[config.mk]
export PLATFORM = sky130hd
export DESIGN_NAME = exeDown
export DESIGN_NICKNAME = d
export VERILOG_FILES = /design/src/source/exeDownPkg.sv /design/src/source/stageReg.sv /design/src/source/operandForward.sv /design/src/source/execAlu.sv /design/src/source/memAlign.sv /design/src/source/countLeading.sv /design/src/source/exeDown.sv
export VERILOG_INCLUDE_DIRS = /design/src /design/src/source
export SDC_FILE = /design/constraint.sdc
export NUM_CORES = 1
export LEC_CHECK = 0
export ABC_CLOCK_PERIOD_IN_PS = 16700
export BUFFER_PORTS_ARGS = -buffer_cell sky130_fd_sc_hd__buf_2
export CAP_MARGIN = 20
export CORE_AREA = 2 2 200 241
export DETAILED_ROUTE_END_ITERATION = 12
export DIE_AREA = 0 0 202 243
export GPL_TIMING_DRIVEN = 1
export PLACE_DENSITY = 0.68
export SLEW_MARGIN = 30
export SYNTH_ARGS = -nofsm -noshare
export SYNTH_HDL_FRONTEND = slang
export SYNTH_SLANG_ARGS = --single-unit
[constraint.sdc]
create_clock -name clk -period 16.7 [get_ports clk]
set_input_delay 3.34 -clock clk [delete_from_list [all_inputs] [get_ports clk]]
set_output_delay 3.34 -clock clk [all_outputs]
set_load 0.01 [all_outputs]
[src/source/exeDown_consts.svh]
`ifndef EXEDOWN_CONSTS_SVH
`define EXEDOWN_CONSTS_SVH

//////////////////////////////
// datapath widths
//////////////////////////////
`define EXE_WORD_W 32   // one machine word
`define EXE_GPR_W 5     // register number

//////////////////////////////
// leading-count unit
//////////////////////////////
`define EXE_CL_W 6      // wide enough to hold 32
`define EXE_CL_START 31 // top bit of the word, scanned first

`endif

[src/source/exeDownPkg.sv]
`include "exeDown_consts.svh"

package exeDownPkg;

    //////////////////////////////
    // opcodes and selectors
    //////////////////////////////
    typedef enum logic [3:0] {
        aluAdd, aluAddu, aluSub, aluSubu,
        aluAnd, aluOr, aluXor, aluNor,
        aluSlt, aluSltu, aluSll, aluSrl,
        aluSra, aluLui, aluClo, aluClz
    } aluOp_e;

    // where each operand comes from
    typedef enum logic [1:0] {
        regData, fwdExe, fwdMem, imm
    } fwdSel_e;

    typedef enum logic [3:0] {
        memNone, memLb, memLbu, memLh, memLhu, memLw, memSb, memSh, memSw
    } memOp_e;

    typedef enum logic [2:0] {
        trapNone, trapEq, trapNe, trapLt, trapGe
    } trapKind_e;

    typedef enum logic [2:0] {
        excNone, excOv, excTr, excAdel, excAdes, excExt
    } excCode_e;

    //////////////////////////////
    // bundles
    //////////////////////////////
    typedef struct packed {
        logic [`EXE_WORD_W-1:0] exeRes; // result leaving the execute stage
        logic [`EXE_WORD_W-1:0] memRes; // result leaving the memory stage
    } fwdBus_t;

    typedef struct packed {
        logic [`EXE_GPR_W-1:0]  writeNum;  // 0 means no write-back
        logic [`EXE_WORD_W-1:0] regData0;
        logic [`EXE_WORD_W-1:0] regData1;  // also the store data source
        logic [`EXE_WORD_W-1:0] imm;
        fwdSel_e                sel0;
        fwdSel_e                sel1;
        aluOp_e                 aluOp;
        memOp_e                 memOp;
        trapKind_e              trapKind;
        logic                   ovEnable;  // add/sub that may raise ov
        logic                   hasExc;    // exception found in decode
        excCode_e               excCode;
        logic [`EXE_WORD_W-1:0] pc;
    } exeReq_t;

    typedef struct packed {
        logic [`EXE_GPR_W-1:0]  writeNum;
        logic [`EXE_WORD_W-1:0] result;
        logic                   memReq;
        logic                   memWrite;
        logic [3:0]             byteEn;
        logic [`EXE_WORD_W-1:0] storeData;
        logic                   hasExc;
        excCode_e               excCode;
        logic [`EXE_WORD_W-1:0] badVAddr;
        logic [`EXE_WORD_W-1:0] pc;
    } exeRes_t;

endpackage

[src/source/stageReg.sv]
module stageReg (
    input  logic                clk,
    input  logic                rst,
    input  logic                reqValid_i,
    input  exeDownPkg::exeReq_t req_i,
    input  exeDownPkg::fwdBus_t fwd_i,
    input  logic                downAllowin_i,
    input  logic                flush_i,
    input  logic                ready_i,
    output logic                allowin_o,
    output logic                hasData_o,
    output exeDownPkg::exeReq_t heldReq_o,
    output exeDownPkg::fwdBus_t heldFwd_o,
    output logic                load_o
);

    logic capture;
    logic clear;

    //////////////////////////////
    // interlock
    //////////////////////////////
    // room when empty, or when the held op finishes this cycle
    assign allowin_o = downAllowin_i && (!hasData_o || ready_i);
    assign capture   = allowin_o && reqValid_i && !flush_i;
    // old op leaves with nothing new behind it
    assign clear     = flush_i || (allowin_o && !reqValid_i);

    always_ff @(posedge clk) begin
        if (!rst || clear) begin
            hasData_o <= 1'b0;
        end else if (capture) begin
            hasData_o <= 1'b1;
        end
    end

    //////////////////////////////
    // held instruction
    //////////////////////////////
    always_ff @(posedge clk) begin
        if (!rst || clear) begin
            heldReq_o <= '0;
            heldFwd_o <= '0;
        end else if (capture) begin
            heldReq_o <= req_i;
            heldFwd_o <= fwd_i; // forwarded words sampled with the request
        end
    end

    // one-cycle pulse after capture, kicks off the CL counter
    always_ff @(posedge clk) begin
        if (!rst) begin
            load_o <= 1'b0;
        end else begin
            load_o <= capture;
        end
    end

    // a flush leaves the stage empty and starts no counter
    flushEmpties: assert property (
        @(posedge clk) disable iff (!rst)
        flush_i |=> !hasData_o && !load_o
    );

endmodule

[src/source/operandForward.sv]
`include "exeDown_consts.svh"

module operandForward (
    input  exeDownPkg::exeReq_t     heldReq_i,
    input  exeDownPkg::fwdBus_t     heldFwd_i,
    output logic [`EXE_WORD_W-1:0]  src0_o,
    output logic [`EXE_WORD_W-1:0]  src1_o
);

    // one mux, shared by both operands
    function automatic logic [`EXE_WORD_W-1:0] pickSrc(
        input exeDownPkg::fwdSel_e    sel,
        input logic [`EXE_WORD_W-1:0] regWord
    );
        logic [`EXE_WORD_W-1:0] picked;
        unique case (sel)
            exeDownPkg::regData: picked = regWord;
            exeDownPkg::fwdExe:  picked = heldFwd_i.exeRes;
            exeDownPkg::fwdMem:  picked = heldFwd_i.memRes;
            exeDownPkg::imm:     picked = heldReq_i.imm;
            default:             picked = regWord;
        endcase
        return picked;
    endfunction

    always_comb begin
        src0_o = pickSrc(heldReq_i.sel0, heldReq_i.regData0);
        src1_o = pickSrc(heldReq_i.sel1, heldReq_i.regData1);
    end

endmodule

[src/source/execAlu.sv]
`include "exeDown_consts.svh"

module execAlu (
    input  logic [`EXE_WORD_W-1:0] src0_i,
    input  logic [`EXE_WORD_W-1:0] src1_i,
    input  exeDownPkg::aluOp_e     aluOp_i,
    input  exeDownPkg::trapKind_e  trapKind_i,
    output logic [`EXE_WORD_W-1:0] aluRes_o,
    output logic                   overflow_o,
    output logic                   trap_o
);

    localparam int Msb = `EXE_WORD_W - 1;

    logic [`EXE_WORD_W-1:0] addRes;
    logic [`EXE_WORD_W-1:0] subRes;
    logic [4:0]             shamt;
    logic                   addOv;
    logic                   subOv;
    logic                   isZero;

    assign addRes = src0_i + src1_i;
    assign subRes = src0_i - src1_i;
    assign shamt  = src0_i[4:0]; // shifts move src1 by src0

    // same-sign inputs, different-sign sum
    assign addOv = (src0_i[Msb] == src1_i[Msb]) && (addRes[Msb] != src0_i[Msb]);
    assign subOv = (src0_i[Msb] != src1_i[Msb]) && (subRes[Msb] != src0_i[Msb]);

    always_comb begin
        unique case (aluOp_i)
            exeDownPkg::aluAdd, exeDownPkg::aluAddu: aluRes_o = addRes;
            exeDownPkg::aluSub, exeDownPkg::aluSubu: aluRes_o = subRes;
            exeDownPkg::aluAnd:  aluRes_o = src0_i & src1_i;
            exeDownPkg::aluOr:   aluRes_o = src0_i | src1_i;
            exeDownPkg::aluXor:  aluRes_o = src0_i ^ src1_i;
            exeDownPkg::aluNor:  aluRes_o = ~(src0_i | src1_i);
            exeDownPkg::aluSlt:  aluRes_o = {{Msb{1'b0}}, $signed(src0_i) < $signed(src1_i)};
            exeDownPkg::aluSltu: aluRes_o = {{Msb{1'b0}}, src0_i < src1_i};
            exeDownPkg::aluSll:  aluRes_o = src1_i << shamt;
            exeDownPkg::aluSrl:  aluRes_o = src1_i >> shamt;
            exeDownPkg::aluSra:  aluRes_o = $signed(src1_i) >>> shamt;
            exeDownPkg::aluLui:  aluRes_o = {src1_i[15:0], 16'h0000};
            default:             aluRes_o = '0; // clo/clz come from the counter
        endcase
    end

    assign overflow_o = (aluOp_i == exeDownPkg::aluAdd && addOv) ||
                        (aluOp_i == exeDownPkg::aluSub && subOv);

    //////////////////////////////
    // trap condition
    //////////////////////////////
    assign isZero = (aluRes_o == '0); // eq/ne ride on a sub

    always_comb begin
        unique case (trapKind_i)
            exeDownPkg::trapEq: trap_o = isZero;
            exeDownPkg::trapNe: trap_o = !isZero;
            exeDownPkg::trapLt: trap_o = aluRes_o[0]; // slt/sltu result
            exeDownPkg::trapGe: trap_o = !aluRes_o[0];
            default:            trap_o = 1'b0;
        endcase
    end

endmodule

[src/source/memAlign.sv]
`include "exeDown_consts.svh"

module memAlign (
    input  logic [`EXE_WORD_W-1:0] addr_i,
    input  logic [`EXE_WORD_W-1:0] storeSrc_i,
    input  exeDownPkg::memOp_e     memOp_i,
    output logic [3:0]             byteEn_o,
    output logic [`EXE_WORD_W-1:0] storeData_o,
    output logic                   misalign_o,
    output logic                   isStore_o
);

    logic [1:0] offset;
    logic [3:0] byteLane;
    logic [3:0] halfLane;
    logic       halfOdd;
    logic       wordOff;

    //////////////////////////////
    // lane decode
    //////////////////////////////
    assign offset   = addr_i[1:0];
    assign byteLane = 4'b0001 << offset;
    assign halfLane = offset[1] ? 4'b1100 : 4'b0011;
    assign halfOdd  = offset[0];
    assign wordOff  = |offset;

    always_comb begin
        byteEn_o    = 4'b0000;
        storeData_o = '0; // only stores drive data
        misalign_o  = 1'b0;
        isStore_o   = 1'b0;
        unique case (memOp_i)
            exeDownPkg::memLb, exeDownPkg::memLbu: begin
                byteEn_o = byteLane;
            end
            exeDownPkg::memLh, exeDownPkg::memLhu: begin
                byteEn_o   = halfLane;
                misalign_o = halfOdd;
            end
            exeDownPkg::memLw: begin
                byteEn_o   = 4'b1111;
                misalign_o = wordOff;
            end
            exeDownPkg::memSb: begin
                byteEn_o    = byteLane;
                storeData_o = {4{storeSrc_i[7:0]}}; // every lane sees the byte
                isStore_o   = 1'b1;
            end
            exeDownPkg::memSh: begin
                byteEn_o    = halfLane;
                storeData_o = {2{storeSrc_i[15:0]}};
                misalign_o  = halfOdd;
                isStore_o   = 1'b1;
            end
            exeDownPkg::memSw: begin
                byteEn_o    = 4'b1111;
                storeData_o = storeSrc_i;
                misalign_o  = wordOff;
                isStore_o   = 1'b1;
            end
            default: begin
                byteEn_o = 4'b0000; // no access
            end
        endcase
    end

endmodule

[src/source/countLeading.sv]
`include "exeDown_consts.svh"

module countLeading (
    input  logic                   clk,
    input  logic                   rst,
    input  logic                   start_i,
    input  logic                   flush_i,
    input  logic                   countOnes_i,
    input  logic [`EXE_WORD_W-1:0] src_i,
    output logic [`EXE_CL_W-1:0]   count_o,
    output logic                   done_o
);

    localparam int PosW = $clog2(`EXE_WORD_W);

    logic [PosW-1:0] pos;
    logic            busy;
    logic            matching; // still inside the leading run
    logic            hiHit;
    logic            loHit;

    assign hiHit = (src_i[pos] == countOnes_i);
    assign loHit = (src_i[pos - 1'b1] == countOnes_i);

    // two bits per step, 16 steps per word
    always_ff @(posedge clk) begin
        if (!rst || flush_i) begin
            busy     <= 1'b0;
            done_o   <= 1'b0;
            matching <= 1'b0;
            count_o  <= '0;
            pos      <= PosW'(`EXE_CL_START);
        end else if (start_i) begin
            busy     <= 1'b1;
            done_o   <= 1'b0;
            matching <= 1'b1;
            count_o  <= '0;
            pos      <= PosW'(`EXE_CL_START);
        end else if (busy) begin
            if (matching) begin
                if (hiHit && loHit) begin
                    count_o <= count_o + 2'd2;
                end else begin
                    count_o  <= count_o + {{(`EXE_CL_W-1){1'b0}}, hiHit};
                    matching <= 1'b0; // run ended in this pair
                end
            end
            pos <= pos - 2'd2;
            if (pos == PosW'(1)) begin
                busy   <= 1'b0;
                done_o <= 1'b1;
            end
        end
    end

    // an all-matching word stops at exactly 32
    countBound: assert property (
        @(posedge clk) disable iff (!rst)
        count_o <= `EXE_CL_W'(`EXE_WORD_W)
    );

endmodule

[src/source/exeDown.sv]
`include "exeDown_consts.svh"

module exeDown (
    input  logic                clk,
    input  logic                rst,
    input  logic                reqValid_i,
    input  exeDownPkg::exeReq_t req_i,
    input  exeDownPkg::fwdBus_t fwd_i,
    input  logic                downAllowin_i,
    input  logic                flush_i,
    output logic                allowin_o,
    output logic                resValid_o,
    output exeDownPkg::exeRes_t res_o
);

    exeDownPkg::exeReq_t    heldReq;
    exeDownPkg::fwdBus_t    heldFwd;
    logic                   hasData;
    logic                   load;
    logic                   ready;
    logic [`EXE_WORD_W-1:0] src0;
    logic [`EXE_WORD_W-1:0] src1;
    logic [`EXE_WORD_W-1:0] aluRes;
    logic                   overflow;
    logic                   trap;
    logic [3:0]             byteEn;
    logic [`EXE_WORD_W-1:0] storeData;
    logic                   misalign;
    logic                   isStore;
    logic [`EXE_CL_W-1:0]   clCount;
    logic                   clDone;
    logic                   isCl;

    stageReg uStageReg (
        .clk(clk), .rst(rst),
        .reqValid_i(reqValid_i), .req_i(req_i), .fwd_i(fwd_i),
        .downAllowin_i(downAllowin_i), .flush_i(flush_i), .ready_i(ready),
        .allowin_o(allowin_o), .hasData_o(hasData),
        .heldReq_o(heldReq), .heldFwd_o(heldFwd), .load_o(load)
    );

    operandForward uOperandForward (
        .heldReq_i(heldReq), .heldFwd_i(heldFwd), .src0_o(src0), .src1_o(src1)
    );

    execAlu uExecAlu (
        .src0_i(src0), .src1_i(src1),
        .aluOp_i(heldReq.aluOp), .trapKind_i(heldReq.trapKind),
        .aluRes_o(aluRes), .overflow_o(overflow), .trap_o(trap)
    );

    // store data is the register word of operand 1
    memAlign uMemAlign (
        .addr_i(aluRes), .storeSrc_i(heldReq.regData1), .memOp_i(heldReq.memOp),
        .byteEn_o(byteEn), .storeData_o(storeData),
        .misalign_o(misalign), .isStore_o(isStore)
    );

    countLeading uCountLeading (
        .clk(clk), .rst(rst), .start_i(load && isCl), .flush_i(flush_i),
        .countOnes_i(heldReq.aluOp == exeDownPkg::aluClo), .src_i(src0),
        .count_o(clCount), .done_o(clDone)
    );

    //////////////////////////////
    // readiness and handoff
    //////////////////////////////
    assign isCl  = (heldReq.aluOp == exeDownPkg::aluClo) ||
                   (heldReq.aluOp == exeDownPkg::aluClz);
    // done from the previous count is stale while the new one starts
    assign ready = !isCl || (clDone && !load);
    // flushed op never leaves the stage
    assign resValid_o = hasData && ready && downAllowin_i && !flush_i;

    //////////////////////////////
    // result and exceptions
    //////////////////////////////
    always_comb begin
        res_o.writeNum  = heldReq.writeNum;
        res_o.result    = isCl ? {{(`EXE_WORD_W-`EXE_CL_W){1'b0}}, clCount} : aluRes;
        res_o.memReq    = (heldReq.memOp != exeDownPkg::memNone);
        res_o.memWrite  = isStore;
        res_o.byteEn    = byteEn;
        res_o.storeData = storeData;
        res_o.pc        = heldReq.pc;
        res_o.hasExc    = 1'b1;
        res_o.badVAddr  = aluRes; // faulting data address
        if (heldReq.hasExc) begin
            res_o.excCode  = heldReq.excCode; // decode wins
            res_o.badVAddr = heldReq.pc;
        end else if (heldReq.ovEnable && overflow) begin
            res_o.excCode = exeDownPkg::excOv;
        end else if (trap) begin
            res_o.excCode = exeDownPkg::excTr;
        end else if (misalign) begin
            res_o.excCode = isStore ? exeDownPkg::excAdes : exeDownPkg::excAdel;
        end else begin
            res_o.hasExc  = 1'b0;
            res_o.excCode = exeDownPkg::excNone;
        end
    end

    // a result leaving with nothing behind it empties the stage
    resultLeavesOnce: assert property (
        @(posedge clk) disable iff (!rst)
        resValid_o && !reqValid_i |=> !hasData
    );

    // a finished op waiting on the next stage keeps its result
    stallHoldsRes: assert property (
        @(posedge clk) disable iff (!rst)
        hasData && ready && !downAllowin_i && !flush_i |=> $stable(res_o)
    );

endmodule

==> reports/results.tsv, run 1 <==
stage	metric	value	unit
route	wl_met3	10.1	mm
layout	diodes	0	
clocking	clk_pin_slew	0.06	ns
synth	ys_types	93	
worst_setup_path	slowest_delay	0.79	ns
sta	min_period	11.36	ns
route	wire_per_inst	29.4	um
synth	ys_warn_count	0	
power	cellPowerDensity	54.8	mW/mm2
worst_setup_path	worstPathCellList	buf_4 -> mux4_4 -> buf_4 -> ha_1 -> inv_1 -> nor4_1 -> o211a_1 -> o21ai_0 -> o21ai_0 -> a211oi_1 -> o211a_1 -> a2111oi_0 -> a21oi_1 -> or2_2 -> o311ai_1 -> nand3_1 -> o41ai_2 -> buf_2	
worst_setup_path	crit_slowest_cell	mux4_4	
route	wirelength	109	mm
clocking	cts_root_buf	clkbuf_16	
placed_design	gp_congestion	1.09	
worst_setup_path	worstReg2RegStart	uStageReg.heldReq_o[45]	
power	internal-power	961	uW
min_path	min_path_type	reg -> reg	
clocking	postCtsSetupBuffers	0	
clocking	clk_latency	0.56	ns
route	drc	0	
power	p_clk_share	42.6	%
route	via_count	24543	
worst_setup_path	critical_path_depth	18	
layout	final_util	52.4	%
synth	synth.area.top_cells	dfxtp_1 21%, nand2_1 10%, mux4_2 9.4%, a21oi_1 8.1%, ha_1 6.1%	
sta	rsz0062_at_grt	no	
worst_setup_path	startpoint_type	flop	
synth	netlist_area	0.0218	mm2
sta	fmax	88.0	MHz
die	pin_count	367	
power	p_sw	379	uW
synth	synth-seq-area-share	21.3	%
synth	ys_seq_elements	232	
layout	drive_gt1_share	21.2	%
route	wl_met2	49.1	mm
synth	syn_nets	3228	
synth	synth_area_leader_cell	dfxtp_1	
sta	worst_pin_slew	1.21	ns
placed_design	hpwl	83.9	mm
power	p_leak	0.00936	uW
sta	clock_skew	0.00876	ns
clocking	ctsHoldBuffers	0	
worst_setup_path	crit_family	compound AO/OA/AOI/OAI gates	
layout	fin_area	0.0245	mm2
synth	synth-edff-count	0	
layout	final_common_cell	nand2_1	
worst_setup_path	reg2regPathDepth	12	
power	sw_frac_of_total	28.3	%
global_routing	overflow	0	
global_routing	antenna_found_initial	2	
layout	final.fill_count	4590	
route	routed.top_layer	met5	
synth	syn_inst	2898	
global_routing	grt_use_total	42.7	%
route	vias_per_cell	6.61	
worst_setup_path	end_kind	primary output	
worst_setup_path	crit_start	uStageReg.heldReq_o[51]	
min_path	worstHoldPathCells	2	
min_path	min_from	uStageReg.heldReq_o[151]	
sta	min_period_over_period	68.0	%
layout	nets	3403	
route	first_pass_iters	10	
clocking	cts-htree-levels	1	
route	drtIter0Drc	2890	
route	wl_met1	40.4	mm
clocking	cts_sinks	232	
clocking	clock_path_buffers	3	
die	initial_core_util	46.6	%
synth	async_flop_share	0	%
clocking	ctsResizeCount	0	
die	num_rows	87	
global_routing	grt_pass1_wl	157	mm
worst_setup_path	cp_max_fo	53	
global_routing	grt_max_degree	191	
layout	final_cell_mix	600 x nand2_1, 367 x buf_2, 353 x a21oi_1	
worst_setup_path	cp.required	13.36	ns
power	seqPwrFrac	42.1	%
sta	slew_headroom	19.0	%
synth	synth_flop_cell	dfxtp_1	
placed_design	place_area	0.0236	mm2
sta	finalHoldViolCount	0	
sta	setup_viol	0	
worst_setup_path	worstSetupPathType	reg -> out	
clocking	cts_tree	done	
power	power_frac_comb	15.3	%
synth	yosys.area.top_type_share	21.3	%
worst_setup_path	crit_arrival	8.02	ns
global_routing	grt_pass1_vias	23445	
die	die-area	0.0491	mm2
die	die_y	243	um
placed_design	io_buffer_count	366	
sta	maxSlewViolCount	0	
outcome	status	complete, no violations	
route	final_antenna_net_count	0	
die	die-width	202	um
sta	tns	0	ns
power	peakVddDrop	0.0000636	V
synth	syn-mean-instance-area	7.51	um2
worst_setup_path	path_buf_inv	4	
run	maxCapViolCount	0	
clocking	numCtsBuffers	25	
die	core	0.0467	mm2
layout	area_growth	12.3	%
sequential cells by signal, indices dropped and copies added (netlist names):
name and flops:
uCountLeading.count_o 6, uCountLeading.busy 1, uCountLeading.matching 1, uStageReg.heldReq_o 153, uStageReg.heldFwd_o 64, uCountLeading.done_o 1
uStageReg.load_o 1, uCountLeading.pos 4, uStageReg.hasData_o 1
metrics by stage:
step | power, uW | std cells | hold slack (ns) | setup WS [ns]
3_5_place_dp | 774 | 3667 | 0.446 | 6.22
3_3_place_gp | 773 | 3667 | 0.440 | 6.25
6_report | 1340 | 3712 | 0.454 | 5.34
2_1_floorplan | 689 | 2898 | 0.432 | 7.22
5_1_grt | 1380 | 3712 | 0.478 | 5.02
4_1_cts | 1340 | 3710 | 0.455 | 5.58
kinds of logic after synthesis:
| logic type | share of synthesized area [%] |
|---|---|
| xor gates and xnor gates | 1.61 |
| DFF | 21.3 |
| muxes | 17.6 |
| buffers and inverters | 7.52 |
| and+or+nand+nor | 20.5 |
| AOI/OAI and AO/OA | 25.2 |
| adders and majority gates | 6.27 |
worst min-delay path: stages (launching register included):
cell and delay [ns]:
dfxtp_1 0.31, nand2_1 0.05, a21oi_1 0.05
synth_stat cells (all sizes together), types with 13 or more instances:
master / n
nand2b: 15
and2: 20
nor4: 16
o21a: 13
a31oi: 16
mux4: 93
o31ai: 20
o22ai: 23
a22o: 24
dfxtp: 232
a22oi: 27
nor3: 41
a221oi: 20
nand3: 32
a21o: 22
a211o: 14
clkbuf: 175
and3: 13
nor2: 175
buf: 95
or4: 13
o21ai: 135
nor2b: 29
xnor2: 33
a21oi: 353
inv: 109
nand2: 600
mux2: 69
or3: 19
ha: 106
o211ai: 28
a211oi: 31
nand4: 13
mux2i: 95
cell type report:
cell class,instances,area (um2),share of cell area [%]
multi-input combinational,2286,15500,63.5
clock inverter,11,126,0.517
timing repair buffer,418,2250,9.21
tap,623,779,3.19
clock buffer,32,702,2.87
sequential,232,4650,19.0
inverter,110,413,1.69
power by group through the flow:
stage	Clock [uW]	Combinational (uW)	Sequential, uW
after floorplan	0	115	574
after global placement	0	196	577
after CTS	577	198	565
final	571	205	565
after detailed placement	0	197	577
after global routing	599	216	565
path summary, 6_finish.rpt:
check | endpoint | slack [ns]
setup / recovery | res_o[64] | 5.34
hold / removal | uStageReg.heldReq_o[151] | 0.45
setup reg to reg | uStageReg.heldReq_o[35] | 11.50
hold reg to reg | uStageReg.heldReq_o[151] | 0.45
per-layer routing:
metal / up-vias / GRT usage [%]
li1: 10792 / -
met1: 11755 / 52.8
met2: 1618 / 67.5
met3: 374 / 7.21
met4: 4 / 30.5
met5: - / 0
(Power assumes the default switching activity.)
==> run 2: changes to the inputs <==
--- a/config.mk
+++ b/config.mk
@@ -6,7 +6,7 @@
 export SDC_FILE = /design/constraint.sdc
 export NUM_CORES = 1
 export LEC_CHECK = 0
-export ABC_CLOCK_PERIOD_IN_PS = 16700
+export ABC_CLOCK_PERIOD_IN_PS = 10600
 export BUFFER_PORTS_ARGS = -buffer_cell sky130_fd_sc_hd__buf_2
 export CAP_MARGIN = 20
 export CORE_AREA = 2 2 200 241
==> constraint.sdc (replaced) <==
create_clock -name clk -period 10.6 [get_ports clk]
set_input_delay 2.12 -clock clk [delete_from_list [all_inputs] [get_ports clk]]
set_output_delay 2.12 -clock clk [all_outputs]
set_load 0.01 [all_outputs]
==> run 2 against run 1 <==
Worst hold slack about the same. Non-clock buffer count unchanged. First-iteration DRC count increased by 5.3%. Worst setup slack got worse by 4.4 ns. Cell count increased by 0.11%. Clock-buffer cell count decreased by 1. Highest routed layer unchanged. Via count increased by 1.0%. Global-route usage increased by 0.21 points. Clock skew increased by 0.025 ns. Clock power increased by 61%. Flip-flop and latch count unchanged. Largest power group unchanged.
==> reports/results.tsv, run 2 (synthesis gave the netlist of run 1 again) <==
stage	metric	value	unit	change
worst_setup_path	worstSetupPathType	reg -> out		
global_routing	grt_pass1_wl	157	mm	+0.51%
die	core	0.0467	mm2	unchanged
route	first_pass_iters	8		-2
die	initial_core_util	46.6	%	unchanged
min_path	min_from	uStageReg.heldReq_o[151]		
global_routing	grt_max_degree	219		+15%
route	drtIter0Drc	3042		+5.3%
power	seqPwrFrac	41.8	%	-0.3 points
placed_design	hpwl	85.4	mm	+1.8%
sta	setup_viol	0		unchanged
global_routing	antenna_found_initial	2		unchanged
global_routing	grt_pass1_vias	23210		-1.0%
global_routing	met2_usage	67.8	%	+0.31 points
worst_setup_path	crit_family	simple AND/OR/NAND/NOR gates		
global_routing	overflow	0		unchanged
placed_design	gp_congestion	1.14		+4.7%
layout	largest_reg_flops	153		unchanged
die	pin_count	367		unchanged
clocking	cts_sinks	232		unchanged
run	maxCapViolCount	0		unchanged
die	die-area	0.0491	mm2	unchanged
sta	slew_headroom	27.8	%	+8.9 points
worst_setup_path	worstReg2RegStart	uStageReg.heldReq_o[46]		
worst_setup_path	crit_start	uStageReg.heldReq_o[49]		
route	drc	0		unchanged
sta	min_period_over_period	91.2	%	
route	via_count	24788		+1.0%
worst_setup_path	slowest_delay	0.87	ns	+0.08 ns
sta	clock_skew	0.0333	ns	+0.0245 ns
sta	rsz0062_at_grt	no		
global_routing	met1_usage	52.6	%	-0.17 points
sta	finalHoldViolCount	0		unchanged
min_path	worstHoldPathCells	2		unchanged
clocking	clock_path_buffers	3		unchanged
global_routing	grt_use_total	42.9	%	+0.21 points
global_routing	grt_busiest_layer	met2		
min_path	min_path_type	reg -> reg		
route	vias_per_cell	6.67		+0.89%
worst_setup_path	startpoint_type	flop		
power	power_frac_comb	15.1	%	-0.2 points
clocking	ctsResizeCount	0		unchanged
layout	final.fill_count	4474		-2.5%
global_routing	met3_usage	6.93	%	-0.28 points
layout	reg_top3	uStageReg.heldReq_o: 153 flops, uStageReg.heldFwd_o: 64 flops, uCountLeading.count_o: 6 flops		
layout	area_growth	12.6	%	
power	power	2140	uW	+59%
layout	nets	3402		-0.029%
power	internal-power	1540	uW	+60%
placed_design	place_area	0.0236	mm2	about the same
layout	fin_area	0.0245	mm2	+0.24%
worst_setup_path	end_kind	primary output		
power	p_sw	594	uW	+57%
layout	top_register	uStageReg.heldReq_o		
worst_setup_path	critical_path_depth	17		-1
clocking	ctsHoldBuffers	0		unchanged
worst_setup_path	crit_arrival	7.55	ns	-0.47 ns
die	die-width	202	um	unchanged
sta	worst_pin_slew	1.08	ns	-0.127 ns
route	wirelength	110	mm	+1.3%
layout	final_common_cell	nand2_1		
power	peakVddDrop	0.000145	V	+130%
die	num_rows	87		unchanged
sta	fmax	103	MHz	
outcome	status	complete, no violations		
clocking	postCtsSetupBuffers	0		unchanged
worst_setup_path	path_buf_inv	2		-2
power	p_leak	0.00936	uW	about the same
sta	tns	0	ns	unchanged
clocking	clk_pin_slew	0.06	ns	about the same
route	final_antenna_net_count	0		unchanged
worst_setup_path	cp.required	8.48	ns	-4.88 ns
layout	drive_gt1_share	21.2	%	+0.058 points
clocking	numCtsBuffers	24		-4.0%
power	sw_frac_of_total	27.8	%	-0.48 points
sta	min_period	9.67	ns	
clocking	clk_latency	0.56	ns	about the same
placed_design	io_buffer_count	366		unchanged
route	wire_per_inst	29.7	um	+1.2%
die	die_y	243	um	unchanged
worst_setup_path	cp_max_fo	23		-57%
power	p_clk_share	43.1	%	+0.5 points
sta	maxSlewViolCount	0		unchanged
worst_setup_path	crit_slowest_cell	dfxtp_1		
layout	final_cell_mix	600 x nand2_1, 367 x buf_2, 353 x a21oi_1		
worst_setup_path	reg2regPathDepth	9		-3
power	cellPowerDensity	87.1	mW/mm2	+59%
clocking	cts-htree-levels	1		unchanged
clocking	cts_tree	done		
worst_setup_path	worstPathCellList	buf_4 -> mux4_2 -> ha_1 -> nor4_1 -> nand2_1 -> nor3_1 -> o2111ai_1 -> nand4_1 -> a211oi_1 -> or4_4 -> or4b_1 -> nor4_2 -> nand4b_1 -> o311ai_1 -> nand3_1 -> o41ai_2 -> buf_2		
clocking	cts_root_buf	clkbuf_16		
-- run 2: cell count changes in the layout (fill, tap and decap cells not counted), moves of 2 or more --
cell,delta
clkinvlp_4,+3
buf_4,-2
diode_2,+3
bufinv_16,+2
clkinv_2,-3
-- run 2: power groups by stage --
stage          sequential, uW  clock (uW)  combinational (uW)
4_1_cts                   892         929                 311
5_1_grt                   893         960                 339
6_report                  892         920                 323
3_5_place_dp              912           0                 310
2_1_floorplan             905           0                 181
3_3_place_gp              911           0                 309
-- run 2: path summary, 6_finish.rpt --
| path | to | slack [ns] |
|---|---|---|
| max reg2reg | uStageReg.heldReq_o[10] | 5.41 |
| min reg2reg | uStageReg.heldReq_o[151] | 0.45 |
| max | res_o[64] | 0.93 |
| min | uStageReg.heldReq_o[151] | 0.45 |
-- run 2: final cells by class --
class / instances / area [um2] / share of cell area [%]
Antenna cell: 3 / 7.51 / 0.0306
Clock buffer: 31 / 667 / 2.72
Clock inverter: 13 / 188 / 0.765
Inverter: 110 / 413 / 1.68
Multi-Input combinational cell: 2286 / 15600 / 63.4
Sequential cell: 232 / 4650 / 19.0
Tap cell: 623 / 779 / 3.18
Timing Repair Buffer: 418 / 2260 / 9.24
-- run 2: tightest hold or removal path, cell delays in order (launching register included) --
cell and delay (ns):
dfxtp_1 0.31, nand2_1 0.05, a21oi_1 0.05
-- run 2: routing by layer --
metal | wire (um) | vias to the layer above
li1 | - | 10795
met1 | 40900 | 11913
met2 | 49500 | 1683
met3 | 10100 | 395
met4 | 10000 | 2
met5 | 14 | -
-- run 2: stage by stage --
| step | cells | hold slack, ns | utilization (%) | setup slack (ns) |
|---|---|---|---|---|
| detailed placement | 3667 | 0.448 | 50.6 | 1.77 |
| global placement | 3666 | 0.444 | 50.6 | 1.80 |
| global route | 3713 | 0.473 | 52.5 | 0.664 |
| floorplan | 2898 | 0.432 | - | 2.34 |
| finish | 3716 | 0.454 | 52.5 | 0.929 |
| CTS | 3711 | 0.457 | 52.4 | 1.15 |
